`src/pmu_pkg.sv`:
```
package pmu_pkg;

    // ~~~~~~~~~~~~~~~~~~~~~~~~~~~~~~~~~~~~~~~~~~~~~~~~~~~~~~~~~~~
    // CSR port widths
    // ~~~~~~~~~~~~~~~~~~~~~~~~~~~~~~~~~~~~~~~~~~~~~~~~~~~~~~~~~~~

    localparam int unsigned csr_addr_w = 12;
    // Also the width of the timeouts and inactivity counters
    localparam int unsigned csr_data_w = 32;

    // ~~~~~~~~~~~~~~~~~~~~~~~~~~~~~~~~~~~~~~~~~~~~~~~~~~~~~~~~~~~
    // Register map
    // ~~~~~~~~~~~~~~~~~~~~~~~~~~~~~~~~~~~~~~~~~~~~~~~~~~~~~~~~~~~

    localparam logic [csr_addr_w-1:0] pmu_enable_addr    = 12'hF00;
    localparam logic [csr_addr_w-1:0] pmu_config_addr    = 12'hF01;
    localparam logic [csr_addr_w-1:0] idle_timeout_addr  = 12'hF02;
    localparam logic [csr_addr_w-1:0] sleep_timeout_addr = 12'hF03;
    // Read-only, current power state
    localparam logic [csr_addr_w-1:0] pmu_status_addr    = 12'hF04;

    // Timeout reset values, in clock cycles
    localparam logic [csr_data_w-1:0] idle_timeout_rst  = 32'd1000;
    localparam logic [csr_data_w-1:0] sleep_timeout_rst = 32'd10000;

    // ~~~~~~~~~~~~~~~~~~~~~~~~~~~~~~~~~~~~~~~~~~~~~~~~~~~~~~~~~~~
    // Config register layout
    // ~~~~~~~~~~~~~~~~~~~~~~~~~~~~~~~~~~~~~~~~~~~~~~~~~~~~~~~~~~~

    localparam int unsigned cfg_w = 4;

    // Gate the clock on core idle alone
    localparam int unsigned cfg_aggressive_bit   = 0;
    localparam int unsigned cfg_cache_gating_bit = 1;
    // Deep state is retention when set, off when clear
    localparam int unsigned cfg_retention_bit    = 2;
    localparam int unsigned cfg_power_gating_bit = 3;

    // ~~~~~~~~~~~~~~~~~~~~~~~~~~~~~~~~~~~~~~~~~~~~~~~~~~~~~~~~~~~
    // Power states, also the status register value
    // ~~~~~~~~~~~~~~~~~~~~~~~~~~~~~~~~~~~~~~~~~~~~~~~~~~~~~~~~~~~

    typedef enum logic [1:0] {
        pwr_active      = 2'd0,
        pwr_clock_gated = 2'd1,
        pwr_retention   = 2'd2,
        pwr_off         = 2'd3
    } power_state_e;

endpackage

```
`src/pmu_csr.sv`:
```
`timescale 1ns/1ps

module pmu_csr (
    input  logic                           clk_i,
    input  logic                           rst_ni,

    // CSR access port
    input  logic                           csr_access_i,
    input  logic [pmu_pkg::csr_addr_w-1:0] csr_addr_i,
    input  logic                           csr_write_i,
    input  logic [pmu_pkg::csr_data_w-1:0] csr_wdata_i,
    output logic [pmu_pkg::csr_data_w-1:0] csr_rdata_o,

    // Current state for the status register
    input  pmu_pkg::power_state_e          state_i,

    // Configuration to the controller and timers
    output logic                           pm_enable_o,
    output logic                           aggressive_gating_o,
    output logic                           cache_gating_en_o,
    output logic                           retention_mode_o,
    output logic                           power_gating_en_o,
    output logic [pmu_pkg::csr_data_w-1:0] idle_timeout_o,
    output logic [pmu_pkg::csr_data_w-1:0] sleep_timeout_o
);

    import pmu_pkg::*;

    logic                  pm_enable_q;
    logic [cfg_w-1:0]      cfg_q;
    logic [csr_data_w-1:0] idle_timeout_q;
    logic [csr_data_w-1:0] sleep_timeout_q;
    logic                  csr_wr;

    assign csr_wr = csr_access_i & csr_write_i;

    // ~~~~~~~~~~~~~~~~~~~~~~~~~~~~~~~~~~~~~~~~~~~~~~~~~~~~~~~~~~~
    // Register writes
    // ~~~~~~~~~~~~~~~~~~~~~~~~~~~~~~~~~~~~~~~~~~~~~~~~~~~~~~~~~~~

    always_ff @(posedge clk_i or negedge rst_ni) begin
        if (!rst_ni) begin
            pm_enable_q     <= 1'b0;
            cfg_q           <= '0;
            idle_timeout_q  <= idle_timeout_rst;
            sleep_timeout_q <= sleep_timeout_rst;
        end else if (csr_wr) begin
            case (csr_addr_i)
                pmu_enable_addr:
                    pm_enable_q <= csr_wdata_i[0];
                pmu_config_addr:
                    cfg_q <= csr_wdata_i[cfg_w-1:0];
                idle_timeout_addr:
                    idle_timeout_q <= csr_wdata_i;
                sleep_timeout_addr:
                    sleep_timeout_q <= csr_wdata_i;
                // Status and unmapped addresses drop the write
                default: ;
            endcase
        end
    end

    // ~~~~~~~~~~~~~~~~~~~~~~~~~~~~~~~~~~~~~~~~~~~~~~~~~~~~~~~~~~~
    // Read mux
    // ~~~~~~~~~~~~~~~~~~~~~~~~~~~~~~~~~~~~~~~~~~~~~~~~~~~~~~~~~~~

    always_comb begin
        csr_rdata_o = '0;
        if (csr_access_i) begin
            case (csr_addr_i)
                pmu_enable_addr:
                    csr_rdata_o = csr_data_w'(pm_enable_q);
                pmu_config_addr:
                    csr_rdata_o = csr_data_w'(cfg_q);
                idle_timeout_addr:
                    csr_rdata_o = idle_timeout_q;
                sleep_timeout_addr:
                    csr_rdata_o = sleep_timeout_q;
                pmu_status_addr:
                    csr_rdata_o = csr_data_w'(state_i);
                default:
                    csr_rdata_o = '0;
            endcase
        end
    end

    // Config fields split out by bit position
    assign pm_enable_o         = pm_enable_q;
    assign aggressive_gating_o = cfg_q[cfg_aggressive_bit];
    assign cache_gating_en_o   = cfg_q[cfg_cache_gating_bit];
    assign retention_mode_o    = cfg_q[cfg_retention_bit];
    assign power_gating_en_o   = cfg_q[cfg_power_gating_bit];
    assign idle_timeout_o      = idle_timeout_q;
    assign sleep_timeout_o     = sleep_timeout_q;

    // Status register is read-only, a write there changes nothing
    a_status_wr_ignored: assert property (
        @(posedge clk_i) disable iff (!rst_ni)
        (csr_wr && (csr_addr_i == pmu_status_addr))
            |=> $stable({pm_enable_q, cfg_q, idle_timeout_q, sleep_timeout_q})
    ) else $error("pmu_csr: write to status address modified a register");

endmodule

```
`src/activity_timer.sv`:
```
`timescale 1ns/1ps

module activity_timer (
    input  logic                           clk_i,
    input  logic                           rst_ni,

    // Activity of the watched block
    input  logic                           busy_i,

    // Thresholds in clock cycles
    input  logic [pmu_pkg::csr_data_w-1:0] idle_timeout_i,
    input  logic [pmu_pkg::csr_data_w-1:0] sleep_timeout_i,

    // Verdicts
    output logic                           idle_o,
    output logic                           sleep_o
);

    import pmu_pkg::*;

    // Consecutive inactive cycles
    logic [csr_data_w-1:0] count_q;

    // ~~~~~~~~~~~~~~~~~~~~~~~~~~~~~~~~~~~~~~~~~~~~~~~~~~~~~~~~~~~
    // Saturating inactivity counter
    // ~~~~~~~~~~~~~~~~~~~~~~~~~~~~~~~~~~~~~~~~~~~~~~~~~~~~~~~~~~~

    always_ff @(posedge clk_i or negedge rst_ni) begin
        if (!rst_ni) begin
            count_q <= '0;
        end else if (busy_i) begin
            count_q <= '0;
        end else if (count_q != '1) begin
            count_q <= count_q + csr_data_w'(1);
        end
    end

    // Threshold compares, straight off the counter register
    assign idle_o  = (count_q >= idle_timeout_i);
    assign sleep_o = (count_q >= sleep_timeout_i);

    // Any busy cycle restarts the count
    a_busy_clears: assert property (
        @(posedge clk_i) disable iff (!rst_ni)
        busy_i |=> (count_q == '0)
    ) else $error("activity_timer: counter not cleared after busy");

    // With ordered thresholds the sleep verdict never leads idle
    a_sleep_implies_idle: assert property (
        @(posedge clk_i) disable iff (!rst_ni)
        (sleep_timeout_i >= idle_timeout_i) |-> (!sleep_o || idle_o)
    ) else $error("activity_timer: sleep_o without idle_o");

endmodule

```
`src/power_state_ctrl.sv`:
```
`timescale 1ns/1ps

module power_state_ctrl (
    input  logic                  clk_i,
    input  logic                  rst_ni,

    // Configuration from the CSR block
    input  logic                  pm_enable_i,
    input  logic                  aggressive_gating_i,
    input  logic                  cache_gating_en_i,
    input  logic                  retention_mode_i,
    input  logic                  power_gating_en_i,

    // Raw activity, used for immediate wake
    input  logic                  core_busy_i,
    input  logic                  cache_busy_i,

    // Timer verdicts
    input  logic                  core_idle_i,
    input  logic                  core_sleep_i,
    input  logic                  cache_idle_i,
    input  logic                  cache_sleep_i,

    // State and power controls
    output pmu_pkg::power_state_e state_o,
    output logic                  clk_gate_o,
    output logic                  cache_gate_o,
    output logic                  retention_o,
    output logic                  power_off_o
);

    import pmu_pkg::*;

    power_state_e state_q;
    power_state_e state_d;
    logic         wake;
    logic         deep_ok;
    logic         gate_ok;

    // ~~~~~~~~~~~~~~~~~~~~~~~~~~~~~~~~~~~~~~~~~~~~~~~~~~~~~~~~~~~
    // Next state
    // ~~~~~~~~~~~~~~~~~~~~~~~~~~~~~~~~~~~~~~~~~~~~~~~~~~~~~~~~~~~

    // Any activity or a disabled unit forces active
    assign wake    = core_busy_i | cache_busy_i | ~pm_enable_i;
    assign deep_ok = core_sleep_i & cache_sleep_i & power_gating_en_i;
    // Non-aggressive mode waits for the cache as well
    assign gate_ok = core_idle_i & (aggressive_gating_i | cache_idle_i);

    // No dependence on the current state, deeper states are entered directly
    always_comb begin
        state_d = pwr_active;
        if (wake) begin
            state_d = pwr_active;
        end else if (deep_ok) begin
            if (retention_mode_i) begin
                state_d = pwr_retention;
            end else begin
                state_d = pwr_off;
            end
        end else if (gate_ok) begin
            state_d = pwr_clock_gated;
        end
    end

    always_ff @(posedge clk_i or negedge rst_ni) begin
        if (!rst_ni) begin
            state_q <= pwr_active;
        end else begin
            state_q <= state_d;
        end
    end

    // ~~~~~~~~~~~~~~~~~~~~~~~~~~~~~~~~~~~~~~~~~~~~~~~~~~~~~~~~~~~
    // Output decode
    // ~~~~~~~~~~~~~~~~~~~~~~~~~~~~~~~~~~~~~~~~~~~~~~~~~~~~~~~~~~~

    always_comb begin
        clk_gate_o  = 1'b0;
        retention_o = 1'b0;
        power_off_o = 1'b0;
        case (state_q)
            pwr_clock_gated: begin
                clk_gate_o = 1'b1;
            end
            pwr_retention: begin
                clk_gate_o  = 1'b1;
                retention_o = 1'b1;
            end
            pwr_off: begin
                clk_gate_o  = 1'b1;
                power_off_o = 1'b1;
            end
            default: ;
        endcase
    end

    // Cache follows the core clock gate only when allowed
    assign cache_gate_o = clk_gate_o & cache_gating_en_i;

    assign state_o = state_q;

    // Retention and power-off are exclusive deep states
    a_deep_exclusive: assert property (
        @(posedge clk_i) disable iff (!rst_ni)
        !(retention_o && power_off_o)
    ) else $error("power_state_ctrl: retention and power-off both high");

endmodule

```
`src/pmu_top.sv`:
```
`timescale 1ns/1ps

module pmu_top (
    input  logic                           clk_i,
    input  logic                           rst_ni,

    // CSR access port
    input  logic                           csr_access_i,
    input  logic [pmu_pkg::csr_addr_w-1:0] csr_addr_i,
    input  logic                           csr_write_i,
    input  logic [pmu_pkg::csr_data_w-1:0] csr_wdata_i,
    output logic [pmu_pkg::csr_data_w-1:0] csr_rdata_o,

    // Activity from the core and its cache
    input  logic                           core_busy_i,
    input  logic                           cache_busy_i,

    // Power controls
    output logic                           clk_gate_o,
    output logic                           cache_gate_o,
    output logic                           retention_o,
    output logic                           power_off_o
);

    import pmu_pkg::*;

    logic                  pm_enable;
    logic                  aggressive_gating;
    logic                  cache_gating_en;
    logic                  retention_mode;
    logic                  power_gating_en;
    logic [csr_data_w-1:0] idle_timeout;
    logic [csr_data_w-1:0] sleep_timeout;
    logic                  core_idle;
    logic                  core_sleep;
    logic                  cache_idle;
    logic                  cache_sleep;
    power_state_e          state;

    pmu_csr i_pmu_csr (
        .clk_i               (clk_i),
        .rst_ni              (rst_ni),
        .csr_access_i        (csr_access_i),
        .csr_addr_i          (csr_addr_i),
        .csr_write_i         (csr_write_i),
        .csr_wdata_i         (csr_wdata_i),
        .csr_rdata_o         (csr_rdata_o),
        .state_i             (state),
        .pm_enable_o         (pm_enable),
        .aggressive_gating_o (aggressive_gating),
        .cache_gating_en_o   (cache_gating_en),
        .retention_mode_o    (retention_mode),
        .power_gating_en_o   (power_gating_en),
        .idle_timeout_o      (idle_timeout),
        .sleep_timeout_o     (sleep_timeout)
    );

    // One monitor per block, same thresholds
    activity_timer i_core_timer (
        .clk_i           (clk_i),
        .rst_ni          (rst_ni),
        .busy_i          (core_busy_i),
        .idle_timeout_i  (idle_timeout),
        .sleep_timeout_i (sleep_timeout),
        .idle_o          (core_idle),
        .sleep_o         (core_sleep)
    );

    activity_timer i_cache_timer (
        .clk_i           (clk_i),
        .rst_ni          (rst_ni),
        .busy_i          (cache_busy_i),
        .idle_timeout_i  (idle_timeout),
        .sleep_timeout_i (sleep_timeout),
        .idle_o          (cache_idle),
        .sleep_o         (cache_sleep)
    );

    power_state_ctrl i_power_state_ctrl (
        .clk_i               (clk_i),
        .rst_ni              (rst_ni),
        .pm_enable_i         (pm_enable),
        .aggressive_gating_i (aggressive_gating),
        .cache_gating_en_i   (cache_gating_en),
        .retention_mode_i    (retention_mode),
        .power_gating_en_i   (power_gating_en),
        .core_busy_i         (core_busy_i),
        .cache_busy_i        (cache_busy_i),
        .core_idle_i         (core_idle),
        .core_sleep_i        (core_sleep),
        .cache_idle_i        (cache_idle),
        .cache_sleep_i       (cache_sleep),
        .state_o             (state),
        .clk_gate_o          (clk_gate_o),
        .cache_gate_o        (cache_gate_o),
        .retention_o         (retention_o),
        .power_off_o         (power_off_o)
    );

endmodule

```
`config.mk`:
```
export PLATFORM = sky130hd
export DESIGN_NAME = pmu_top
export DESIGN_NICKNAME = d
export VERILOG_FILES = /design/src/pmu_pkg.sv /design/src/pmu_csr.sv /design/src/activity_timer.sv /design/src/power_state_ctrl.sv /design/src/pmu_top.sv
export SDC_FILE = /design/constraint.sdc
export NUM_CORES = 1
export LEC_CHECK = 0
export ABC_AREA = 0
export BUFFER_PORTS_ARGS = -buffer_cell sky130_fd_sc_hd__buf_2
export CAP_MARGIN = 20
export CORE_UTILIZATION = 59
export DETAILED_ROUTE_END_ITERATION = 7
export PLACE_DENSITY = 0.83
export SLEW_MARGIN = 25
export SYNTH_ARGS = -nofsm -noshare
export SYNTH_HDL_FRONTEND = slang
export SYNTH_SLANG_ARGS = --single-unit
```
`constraint.sdc`:
```
create_clock -name clk_i -period 2.95 [get_ports clk_i]
set_input_delay 0.59 -clock clk_i [delete_from_list [all_inputs] [get_ports clk_i]]
set_output_delay 0.59 -clock clk_i [all_outputs]
set_load 0.05 [all_outputs]
```
==> flow_metrics.tcl <==
set metrics [dict create \
    initial_core_util_pct 60.8 \
    synthesis.nets 1188 \
    first_pass_iters 6 \
    p_int_mw 3.14 \
    ios 86 \
    clkPwrFrac_pct 49.6 \
    cts_setup_buffers 0 \
    synth.top_cell.area_share_pct 33.3 \
    ys_types 58 \
    p_comb_share_pct 4.2 \
    path_delay_family "simple AND/OR/NAND/NOR gates" \
    drive_gt1_share_pct 19.7 \
    row_count 45 \
    synthArstFlopShare_pct 100 \
    synth_ff_type "dfrtp_1" \
    fmax_mhz 356 \
    r2r_start "i_core_timer.count_q[0]$_DFFE_PN0P_" \
    rsz0062_at_grt "false" \
    core_mm2 0.0153 \
    crit_start "csr_addr_i[10]" \
    fin_setup_tns_ns 0 \
    startpoint_type "input pin" \
    wl_per_cell_um 18.6 \
    clk_pin_slew_ns 0.06 \
    grt_usage_pct 31.9 \
    cts_buffers 17 \
    cts_tree "built" \
    worst_pin_slew_ns 0.763 \
    gp_congestion 0.970 \
    p_leak_nw 5.24 \
    p_seq_share_pct 46.2 \
    syn_inst 1008 \
    ys_top_cells_by_area "dfrtp_1 33%, ha_1 17%, nor2_1 4.5%, mux2_2 4.1%, nand2_1 3.6%" \
    hpwl_um 18000 \
    syn_avg_cell_area_um2 9.24 \
    seq_area_frac_synth_pct 36.4 \
    synth_edf_count 0 \
    finalSetupViolCount 0 \
    ys_seq_elements 135 \
    dr_total_vias 8084 \
    min_period_ns 2.81 \
    wl_um 24600 \
    antenna_left 0 \
    setup_slack_ns 0.143 \
    power_density_mw_per_mm2 382 \
    path_buf_inv 3 \
    gr-total-overflow 0 \
    crit_path_top_delay_cell "nor4b_4" \
    grt_start_max_net_pins 68 \
    relSlewSlack_pct 49.1 \
    drv_cap 0 \
    cts_sinks 135 \
    grt_pass1_wl_um 40000 \
    endpoint_kind "primary output" \
    insertion_delay_ns 0.43 \
    post-place-ws_ns 0.154 \
    critical_path_class "input pin to primary output" \
    antenna_found_initial 0 \
    ir_worst_vdd_uv 379 \
    finalHoldViolations 0 \
    cp_data_arrival_time_ns 2.22 \
    fp.dieArea_mm2 0.0163 \
    htree_levels 4 \
    root_buffer "clkbuf_16" \
    drc 0 \
    skew_ns 0.00877 \
    final_nets 1280 \
    cp_slowest_stage_delay_ns 0.41 \
    clockBufferDepth 2 \
    crit_chain "buf_2, nand4_1, nor3_1, nand2_1, nor4b_4, buf_4, a22oi_1, nor2_1, buf_2" \
    io_buffer_count 85 \
    grt_pass1_vias 7860 \
    ys_warn_count 0 \
    initialDrtViolationCount 602 \
    p_switching_uw 929 \
    slew_viol_final 0 \
    outcome "finished, final reports clean" \
    yosys.area.top_type "dfrtp_1" \
    switching_share_pct 22.8 \
    min_path_type "input pin to asynchronous set/reset pin" \
    area_growth_pct 14.3 \
    die_h_um 128 \
    die_x_um 128 \
    num_antenna_cells 0 \
    netlist_area_mm2 0.00932 \
    crit_fanout 9 \
    required_ns 2.36 \
    viasPerCell 6.11 \
    crit_top_cell "buf_2" \
    finalCritPeriodShare_pct 95.2 \
]
## registers in the layout (all words and copies together) (netlist names)
signal,cells
i_core_timer.count_q,32
i_pmu_csr.pm_enable_o,1
i_pmu_csr.idle_timeout_o,32
i_pmu_csr.cfg_q,4
i_cache_timer.count_q,32
i_pmu_csr.sleep_timeout_o,32
i_power_state_ctrl.state_o,2
## per-stage QoR
stage,area (um^2),hold WS [ns],power [mW],utilization (%),instances
finish,10600,0.141,4.07,69.5,1324
global route,10600,0.198,4.18,69.5,1324
CTS,10600,0.180,4.07,69.5,1324
detailed placement,10100,0.517,2.08,65.9,1292
global placement,10100,0.498,2.07,65.9,1292
floorplan,9370,0.294,1.97,-,1008
## power groups by stage
stage                     clock network (mW)  registers [mW]  logic, mW
after detailed placement                   0            1.91      0.169
after global routing                    2.11            1.88      0.191
after CTS                               2.02            1.88      0.172
after global placement                     0            1.91      0.163
after floorplan                            0            1.91     0.0621
final                                   2.02            1.88      0.171
## repair_timing
item / CTS / global route
resized for setup: 0 / 1
endpoints found under the setup margin: 0 / 1
hold buffers: 0 / 0
## path summary, 6_finish.rpt
check / to / slack [ns] / cells after the start
setup reg to reg: i_power_state_ctrl.state_o[0]$_DFF_PN0_ / 0.16 / 9
hold / removal: i_pmu_csr.idle_timeout_o[11]$_DFFE_PN0P_ / 0.14 / 1
setup / recovery: csr_rdata_o[9] / 0.14 / 9
min in group clk_i: i_pmu_csr.idle_timeout_o[14]$_DFFE_PN0P_ / 0.37 / 3
hold reg to reg: i_pmu_csr.sleep_timeout_o[7]$_DFFE_PN0P_ / 0.53 / 1
max in group asynchronous: i_pmu_csr.idle_timeout_o[3]$_DFFE_PN1P_ / 2.03 / 2
## per-layer routing
layer / track usage (%) / share of wire (%) / up-vias
li1: - / - / 3794
met1: 42.1 / 43 / 3915
met2: 50.5 / 46 / 300
met3: 7.35 / 7.1 / 75
met4: 13.8 / 3.7 / 0
met5: 0 / 0 / -
## cells in the mapped netlist, types with 3 or more instances
cell type and number:
xor2_1 34, buf_2 9, dfstp_2 11, mux2_1 4
nand3_1 31, a211oi_1 10, o21ai_0 58, and3_1 13
clkbuf_1 19, and4_1 9, dfrtp_1 124, xnor2_1 19
nor2_1 112, and2_1 6, o211ai_1 8, a22oi_1 31
nand4_1 40, mux2_2 34, a2111oi_0 5, a221oi_1 3
nor3_1 14, or2_2 4, nor4_1 5, ha_1 130
a21oi_1 45, a21o_1 5, nand2_1 89, nand2b_1 6
inv_1 73, o21a_1 3, or3_1 5, nor2b_1 7
a31oi_1 5, buf_4 4
## logic make-up after synthesis
logic type,share of synthesized area (%)
mux,4.81
fa+ha+maj,17.5
simple gates,19.2
buf+inv,4.63
flops,36.4
xor+xnor,4.98
compound gates,12.5
## cells in the final DEF, fill, tap and decap left out, types with 8 or more instances in the layout
master	n
xor2_1	34
nand2_1	89
dfstp_2	11
dfrtp_1	124
a22oi_1	31
a211oi_1	10
and4_1	9
o211ai_1	8
clkbuf_16	17
mux2_2	34
xnor2_1	19
nand4_1	40
nand3_1	30
buf_4	19
nor2_2	20
inv_1	73
buf_2	84
ha_1	130
nor2_1	92
and3_1	12
o21ai_0	58
nor3_1	14
a21oi_1	45
## area by class of cell
type,count,area [um^2]
clock buffer,23,478
clock inverter,9,75.1
fill,1161,4670
inverter,73,274
multi-input combinational,767,5560
sequential,135,3390
tap,211,264
timing repair buffer,106,606
Power figures use the tool's default switching activity.
